--- src/source/alu_pkg.sv ---
// ~~~~~~~~~~~~~~~~~~~~
// Datapath definitions for the primitive operation unit.
// Holds the operand widths, the opcode encoding and the packed
// command record that moves from capture through the queue.
// Import it wherever operands or opcodes are handled.
// ~~~~~~~~~~~~~~~~~~~~

package alu_pkg;

  localparam int data_w = 32;            // Operand and result width.
  localparam int half_w = data_w / 2;    // Slice and cat halves.
  localparam int op_w   = 4;

  typedef logic [data_w-1:0] data_t;
  typedef logic [half_w-1:0] half_t;
  typedef logic [op_w-1:0]   opcode_t;

  // ~~~~~~~~~~~~~~~~~~~~
  // Opcode encoding
  // ~~~~~~~~~~~~~~~~~~~~
  localparam opcode_t op_not       = 4'd0;
  localparam opcode_t op_and       = 4'd1;
  localparam opcode_t op_or        = 4'd2;
  localparam opcode_t op_xor       = 4'd3;
  localparam opcode_t op_sub       = 4'd4;
  localparam opcode_t op_lsh       = 4'd5;
  localparam opcode_t op_rsh       = 4'd6;
  localparam opcode_t op_gt        = 4'd7;   // Comparisons also set the flag.
  localparam opcode_t op_lt        = 4'd8;
  localparam opcode_t op_eq        = 4'd9;
  localparam opcode_t op_neq       = 4'd10;
  localparam opcode_t op_ge        = 4'd11;
  localparam opcode_t op_le        = 4'd12;
  localparam opcode_t op_mux       = 4'd13;  // Selects on the compare flag.
  localparam opcode_t op_slice_pad = 4'd14;
  localparam opcode_t op_cat       = 4'd15;

  // Capture rejects anything above this code.
  localparam opcode_t op_last = 4'd14;

  // Command record, opcode in the top bits then left and right.
  localparam int cmd_w = op_w + 2 * data_w;

  typedef logic [cmd_w-1:0] cmd_t;

endpackage

--- src/source/queue_pkg.sv ---
// ~~~~~~~~~~~~~~~~~~~~
// Queue and capture definitions.
// Depth of the command queue, its pointer and count types,
// and the states of the capture stage.
// ~~~~~~~~~~~~~~~~~~~~

package queue_pkg;

  localparam int fifo_depth = 8;                 // Commands held while stalled.
  localparam int ptr_w      = $clog2(fifo_depth);

  // Depth is a power of two, so pointers wrap on their own.
  typedef logic [ptr_w-1:0] ptr_t;

  // One bit wider than a pointer so a full queue can be counted.
  typedef logic [ptr_w:0] count_t;

  // ~~~~~~~~~~~~~~~~~~~~
  // Capture stage
  // ~~~~~~~~~~~~~~~~~~~~
  typedef enum logic {
    idle,      // Nothing registered.
    pending    // Command registered, decided this cycle.
  } capture_state_t;

endpackage

--- src/source/op_capture.sv ---
// ~~~~~~~~~~~~~~~~~~~~
// Command capture stage.
// Registers each strobed command, then in the following cycle
// either pushes it into the queue or flags it as illegal or
// dropped. One command can be decided every cycle.
// ~~~~~~~~~~~~~~~~~~~~

`timescale 1ns/1ps

module op_capture
  import alu_pkg::*;
  import queue_pkg::*;
(
  input  logic    clk,
  input  logic    reset,

  input  logic    cmd_valid,
  input  opcode_t cmd_op,
  input  data_t   cmd_left,
  input  data_t   cmd_right,

  input  logic    full,
  output logic    push,
  output cmd_t    push_cmd,

  output logic    cmd_illegal,
  output logic    cmd_dropped,
  output logic    pending
);

  capture_state_t state;

  opcode_t op_q;
  data_t   left_q;
  data_t   right_q;
  logic    legal;

  // ~~~~~~~~~~~~~~~~~~~~
  // State
  // ~~~~~~~~~~~~~~~~~~~~
  // The port named pending hides the enum value, so states are
  // referenced through the package.
  always_ff @(posedge clk) begin
    if (reset) begin
      state <= queue_pkg::idle;
    end else if (cmd_valid) begin
      state <= queue_pkg::pending;     // A new strobe replaces the decided one.
    end else begin
      state <= queue_pkg::idle;
    end
  end

  // Command payload.
  always_ff @(posedge clk) begin
    if (cmd_valid) begin
      op_q    <= cmd_op;
      left_q  <= cmd_left;
      right_q <= cmd_right;
    end
  end

  // ~~~~~~~~~~~~~~~~~~~~
  // Decision
  // ~~~~~~~~~~~~~~~~~~~~
  assign pending = (state == queue_pkg::pending);
  assign legal   = (op_q <= op_last);

  assign push        = pending && legal && !full;
  assign cmd_illegal = pending && !legal;
  assign cmd_dropped = pending && legal && full;    // Queue has no room.

  assign push_cmd = {op_q, left_q, right_q};

endmodule

--- src/source/op_fifo.sv ---
// ~~~~~~~~~~~~~~~~~~~~
// Command queue.
// Circular store of command records between capture and the
// primitive unit. The oldest record is always shown at the
// head. Push and pop in one cycle are both taken, even when full.
// ~~~~~~~~~~~~~~~~~~~~

`timescale 1ns/1ps

module op_fifo
  import alu_pkg::*;
  import queue_pkg::*;
(
  input  logic clk,
  input  logic reset,

  input  logic push,
  input  cmd_t push_cmd,

  input  logic pop,
  output cmd_t head_cmd,

  output logic full,
  output logic empty
);

  cmd_t mem [fifo_depth];

  ptr_t   wr_ptr;
  ptr_t   rd_ptr;
  count_t count;

  logic do_push;
  logic do_pop;

  assign do_pop  = pop && !empty;
  assign do_push = push && (!full || do_pop);   // A pop frees the slot.

  // ~~~~~~~~~~~~~~~~~~~~
  // Storage
  // ~~~~~~~~~~~~~~~~~~~~
  always_ff @(posedge clk) begin
    if (do_push) begin
      mem[wr_ptr] <= push_cmd;
    end
  end

  assign head_cmd = mem[rd_ptr];

  // ~~~~~~~~~~~~~~~~~~~~
  // Pointers and count
  // ~~~~~~~~~~~~~~~~~~~~
  always_ff @(posedge clk) begin
    if (reset) begin
      wr_ptr <= '0;
      rd_ptr <= '0;
      count  <= '0;
    end else begin
      if (do_push) begin
        wr_ptr <= wr_ptr + ptr_t'(1);
      end
      if (do_pop) begin
        rd_ptr <= rd_ptr + ptr_t'(1);
      end
      if (do_push && !do_pop) begin
        count <= count + count_t'(1);
      end else if (do_pop && !do_push) begin
        count <= count - count_t'(1);
      end
    end
  end

  assign full  = (count == count_t'(fifo_depth));
  assign empty = (count == '0);

endmodule

--- src/source/prim_alu.sv ---
// ~~~~~~~~~~~~~~~~~~~~
// Primitive operation unit.
// Pops one command per cycle from the queue head, evaluates it
// with the standard primitive operators and registers the result.
// Comparisons also update a flag that a later mux selects on.
// ~~~~~~~~~~~~~~~~~~~~

`timescale 1ns/1ps

module prim_alu
  import alu_pkg::*;
(
  input  logic  clk,
  input  logic  reset,

  input  logic  empty,
  input  cmd_t  head_cmd,
  input  logic  result_hold,
  output logic  pop,

  output logic  result_valid,
  output data_t result_data
);

  opcode_t head_op;
  data_t   head_left;
  data_t   head_right;
  half_t   left_lo;
  half_t   right_lo;

  data_t   alu_out;
  logic    cmp_bit;
  logic    is_cmp;
  logic    cmp_flag;

  // Hold stalls the head in the queue.
  assign pop = !empty && !result_hold;

  assign {head_op, head_left, head_right} = head_cmd;

  assign left_lo  = head_left[half_w-1:0];
  assign right_lo = head_right[half_w-1:0];

  // ~~~~~~~~~~~~~~~~~~~~
  // Operators
  // ~~~~~~~~~~~~~~~~~~~~
  always_comb begin
    alu_out = '0;
    cmp_bit = 1'b0;
    is_cmp  = 1'b0;
    case (head_op)
      op_not: alu_out = ~head_left;
      op_and: alu_out = head_left & head_right;
      op_or:  alu_out = head_left | head_right;
      op_xor: alu_out = head_left ^ head_right;
      op_sub: alu_out = head_left - head_right;
      op_lsh: alu_out = head_left << head_right;    // Amounts past the width give zero.
      op_rsh: alu_out = head_left >> head_right;
      op_gt: begin
        cmp_bit = head_left > head_right;
        is_cmp  = 1'b1;
      end
      op_lt: begin
        cmp_bit = head_left < head_right;
        is_cmp  = 1'b1;
      end
      op_eq: begin
        cmp_bit = head_left == head_right;
        is_cmp  = 1'b1;
      end
      op_neq: begin
        cmp_bit = head_left != head_right;
        is_cmp  = 1'b1;
      end
      op_ge: begin
        cmp_bit = head_left >= head_right;
        is_cmp  = 1'b1;
      end
      op_le: begin
        cmp_bit = head_left <= head_right;
        is_cmp  = 1'b1;
      end
      op_mux:       alu_out = cmp_flag ? head_left : head_right;
      op_slice_pad: alu_out = {{(data_w - half_w){1'b0}}, left_lo};
      op_cat:       alu_out = {left_lo, right_lo};
      default:      alu_out = '0;
    endcase

    // Compare result padded out to a full word.
    if (is_cmp) begin
      alu_out = {{(data_w - 1){1'b0}}, cmp_bit};
    end
  end

  // ~~~~~~~~~~~~~~~~~~~~
  // Flag and result registers
  // ~~~~~~~~~~~~~~~~~~~~
  always_ff @(posedge clk) begin
    if (reset) begin
      cmp_flag     <= 1'b0;
      result_valid <= 1'b0;
    end else begin
      result_valid <= pop;
      if (pop && is_cmp) begin
        cmp_flag <= cmp_bit;           // Most recent comparison wins.
      end
    end
  end

  always_ff @(posedge clk) begin
    if (pop) begin
      result_data <= alu_out;
    end
  end

endmodule

--- src/source/prim_top.sv ---
// ~~~~~~~~~~~~~~~~~~~~
// Top level of the primitive operation unit.
// Commands enter as strobes, pass through capture and the queue,
// and leave as registered results. Result_hold stalls the output
// side while the queue absorbs incoming commands.
// ~~~~~~~~~~~~~~~~~~~~

`timescale 1ns/1ps

module prim_top
  import alu_pkg::*;
(
  input  logic    clk,
  input  logic    reset,

  input  logic    cmd_valid,
  input  opcode_t cmd_op,
  input  data_t   cmd_left,
  input  data_t   cmd_right,
  input  logic    result_hold,

  output logic    result_valid,
  output data_t   result_data,
  output logic    cmd_illegal,
  output logic    cmd_dropped,
  output logic    busy
);

  logic push;
  cmd_t push_cmd;
  logic full;
  logic empty;
  logic pop;
  cmd_t head_cmd;
  logic pending;

  op_capture u_capture (
    .clk         (clk),
    .reset       (reset),
    .cmd_valid   (cmd_valid),
    .cmd_op      (cmd_op),
    .cmd_left    (cmd_left),
    .cmd_right   (cmd_right),
    .full        (full),
    .push        (push),
    .push_cmd    (push_cmd),
    .cmd_illegal (cmd_illegal),
    .cmd_dropped (cmd_dropped),
    .pending     (pending)
  );

  op_fifo u_fifo (
    .clk      (clk),
    .reset    (reset),
    .push     (push),
    .push_cmd (push_cmd),
    .pop      (pop),
    .head_cmd (head_cmd),
    .full     (full),
    .empty    (empty)
  );

  prim_alu u_alu (
    .clk          (clk),
    .reset        (reset),
    .empty        (empty),
    .head_cmd     (head_cmd),
    .result_hold  (result_hold),
    .pop          (pop),
    .result_valid (result_valid),
    .result_data  (result_data)
  );

  assign busy = pending || !empty;    // Work captured or still queued.

endmodule

--- config.mk ---
export PLATFORM = sky130hd
export DESIGN_NAME = prim_top
export DESIGN_NICKNAME = d
export VERILOG_FILES = /design/src/source/alu_pkg.sv /design/src/source/queue_pkg.sv /design/src/source/op_capture.sv /design/src/source/op_fifo.sv /design/src/source/prim_alu.sv /design/src/source/prim_top.sv
export SDC_FILE = /design/constraint.sdc
export NUM_CORES = 1
export LEC_CHECK = 0
export ABC_AREA = 1
export ABC_CLOCK_PERIOD_IN_PS = 4900
export BUFFER_PORTS_ARGS = -buffer_cell sky130_fd_sc_hd__buf_2
export CAP_MARGIN = 15
export CORE_MARGIN = 2
export CORE_UTILIZATION = 35
export CTS_CLUSTER_DIAMETER = 120
export DETAILED_ROUTE_END_ITERATION = 8
export GPL_ROUTABILITY_DRIVEN = 1
export PLACE_DENSITY_LB_ADDON = 0.1
export RECOVER_POWER = 50
export SYNTH_ARGS = -nofsm -noshare
export SYNTH_HDL_FRONTEND = slang
export SYNTH_SLANG_ARGS = --single-unit
--- constraint.sdc ---
create_clock -name clk -period 4.9 [get_ports clk]
set_clock_uncertainty 0.2 [all_clocks]
set_input_delay 0.735 -clock clk [delete_from_list [all_inputs] [get_ports clk]]
set_output_delay 0.735 -clock clk [all_outputs]
set_load 0.05 [all_outputs]
==> impl_metrics.json <==
{
  "tightest_slew_ps": 2990,
  "yosysTopAreaCellShare_pct": 57.3,
  "antenna_found_initial": 1,
  "crit_chain": "buf_16 > o21ai_0 > o22ai_1 > inv_1 > o21ai_2 > inv_1 > ha_1 > nor2_1 > inv_1 > buf_4 > nor2_1 > nand2_1 > nand2_1 > a21oi_2 > o21ai_0 > a21oi_1 > buf_4 > inv_1 > nand2_1 > nand3_1 > o2111ai_1 > a21oi_2 > nand3_1",
  "finalMaxSlewViolations": 47,
  "drc": 0,
  "finalHoldViolations": 0,
  "relSlewSlack_pct": -99.6,
  "grt_util_all_layers_pct": 23.1,
  "wl_met3_um": 5910,
  "topRoutingLayerUsed": "met5",
  "grt_pass1_wl_um": 169000,
  "required_ps": 5040,
  "violations": "capacitance limit, slew limit",
  "power_density_nw_per_um2": 640,
  "insertion_delay_ps": 650,
  "first_pass_iters": 6,
  "antenna_left": 0,
  "netlist_top_cells_area": "edfxtp_1 57%, nand2_1 11%, nand3_1 4.5%",
  "yosysTopAreaCell": "edfxtp_1",
  "vias_per_cell": 5.16,
  "synth_fp_nets": 3762,
  "synth_common_cells": "946 x nand2_1, 644 x edfxtp_1, 370 x nor2_1",
  "ys_warn_count": 0,
  "clock.fmax_ghz": 0.213,
  "peakVddDrop_v": 0.000354,
  "setup_ws_ps": 215,
  "cts.sinks": 660,
  "num_rows": 113,
  "drv_cap": 1,
  "cts_buffers": 78,
  "avgRoutedWirePerCell_um": 22.5,
  "grt_overflow": 0,
  "synth_area_per_cell_um2": 9.42,
  "coreArea_um2": 95300,
  "drt_wl_total_um": 115000,
  "routabilityCongestion": 0.980,
  "antennaDiodeCount": 0,
  "async_flop_share_pct": 0,
  "die-area_um2": 99000,
  "start_util_pct": 35.4,
  "grt_pass1_vias": 25200,
  "hold_buffers": 0,
  "hold_class": "input pin to flip-flop",
  "path_buf_inv": 7,
  "setup-violations-final": 0,
  "path_delay_family": "compound AO/OA/AOI/OAI gates",
  "fin_crit_ps": 4690,
  "crit_path_max_incr_delay_ps": 530,
  "final_net_count": 3980,
  "grt_max_degree": 83,
  "pre_cts_ws_ps": -224,
  "via_count": 26500,
  "synth_edf_count": 644,
  "cts_setup_buffers": 0,
  "period_share_pct": 95.6,
  "wl_met2_um": 51300,
  "clk_pin_slew_worst_paths_ps": 60,
  "worst_setup_path_end_kind": "flip-flop",
  "critical_path.max_fanout": 64,
  "synth-seq-cells": 660,
  "status": "finished with violations",
  "path_class": "flip-flop to flip-flop",
  "synthToLayoutAreaGrowth_pct": 17.0,
  "clk_path_buf_depth": 3,
  "drt_iter0_drc": 2571,
  "p_leak_nw": 16.1,
  "cts-htree-levels": 3,
  "cp_data_arrival_time_ps": 4830,
  "crit_path_top_delay_cell": "dfxtp_4",
  "die_h_um": 315,
  "ios": 108,
  "wl_met1_um": 53900,
  "final_util_pct": 41.5,
  "io_buffers": 107,
  "critPathMostFrequentCell": "inv_1",
  "synth_most_common_cell": "nand2_1",
  "cts_root_buffer": "clkbuf_16",
  "syn_area_um2": 33800,
  "synthCells": 3587,
  "drive_above_1_share_pct": 13.2,
  "hpwlAfterDp_um": 80200,
  "die_w_um": 315,
  "cts_tree": "built",
  "synth.distinct_cells": 49,
  "p_total_w": 0.0253,
  "ys_seq_area_share_pct": 58.2,
  "synth_flop_cell": "edfxtp_1",
  "startpoint_type": "flip-flop"
}
## sequential cells by signal, summed over array words and instances (netlist names), 3 cells and up, named ones only
name               cells
u_alu.result_data     32
u_capture.left_q      32
u_capture.op_q         4
u_capture.right_q     32
u_fifo.count           4
u_fifo.mem           544
u_fifo.rd_ptr          3
u_fifo.wr_ptr          3
## cell families after synthesis
group,synth area share [%]
AO/OA/AOI/OAI,10.3
XOR/XNOR,0.104
adder cells (fa/ha/maj),3.86
buffers and inverters,6.85
flip-flops,58.2
AND/OR/NAND/NOR,20.6
## layout by cell type (no fill, tap or decap), types with 30 or more instances in the layout
master / instances
o22ai_1: 103
edfxtp_1: 644
buf_2: 99
clkbuf_1: 30
o21ai_0: 214
nand3_1: 303
clkbuf_16: 83
nor2_1: 362
o21ai_1: 88
buf_4: 190
inv_1: 314
ha_1: 101
nand2_1: 946
a21oi_1: 75
## through the flow
stage,area (um^2),std cells,TNS [ps],hold slack (ps)
finish,39500,5131,0,61.5
CTS,39400,5130,0,16.0
floorplan,33800,3587,0,259
global route,39500,5131,-0.727,31.2
detailed placement,36900,4989,-279,281
global placement,36900,4989,-336,280
## timing repair
action,in CTS,in global routing
cloned,0,1
setup endpoints to repair,2,14
resized for setup,4,20
## worst reg2reg max path, delay by kind of cell, from the launching register on
kind,cells,cell delay (ps)
compound gates,8,1570
buf+inv,7,960
simple gates,7,730
flops,1,530
fa+ha+maj,1,380
## worst paths after layout
| check | from | endpoint | slack [ps] | depth (start not counted) |
|---|---|---|---|---|
| max | flip-flop | u_alu.result_data[16]$_SDFFCE_PP0P_ | 210 | 23 |
| min | cmd_right[22] | u_capture.right_q[22]$_DFFE_PP_ | 60 | 1 |
| max reg2reg | flip-flop | u_alu.result_data[16]$_SDFFCE_PP0P_ | 210 | 23 |
| min reg2reg | u_fifo.wr_ptr[0]$_SDFFE_PP0P_ | u_fifo.wr_ptr[0]$_SDFFE_PP0P_ | 290 | 2 |
## area by class of cell
type / instances / area [um^2]
timing repair buffer: 329 / 2570
inverter: 331 / 1270
clock inverter: 37 / 313
tap: 1265 / 1580
sequential: 660 / 19700
multi-input combinational: 2405 / 12000
clock buffer: 104 / 2130
fill: 9486 / 55800
## routing by layer
| layer | vias up | global-route usage, % |
|---|---|---|
| met5 | - | 0 |
| li1 | 12700 | - |
| met3 | 164 | 3.01 |
| met4 | 2 | 8.63 |
| met1 | 12800 | 33.1 |
| met2 | 821 | 35.8 |
## power breakdown
group | total (W) | leakage [nW] | switching, W | internal, W
sequential | 0.00693 | 6.02 | 0.000228 | 0.00670
combinational | 0.0128 | 8.92 | 0.00894 | 0.00385
clock | 0.00558 | 1.19 | 0.00231 | 0.00328
No activity file was read; power rests on OpenSTA's default activity.
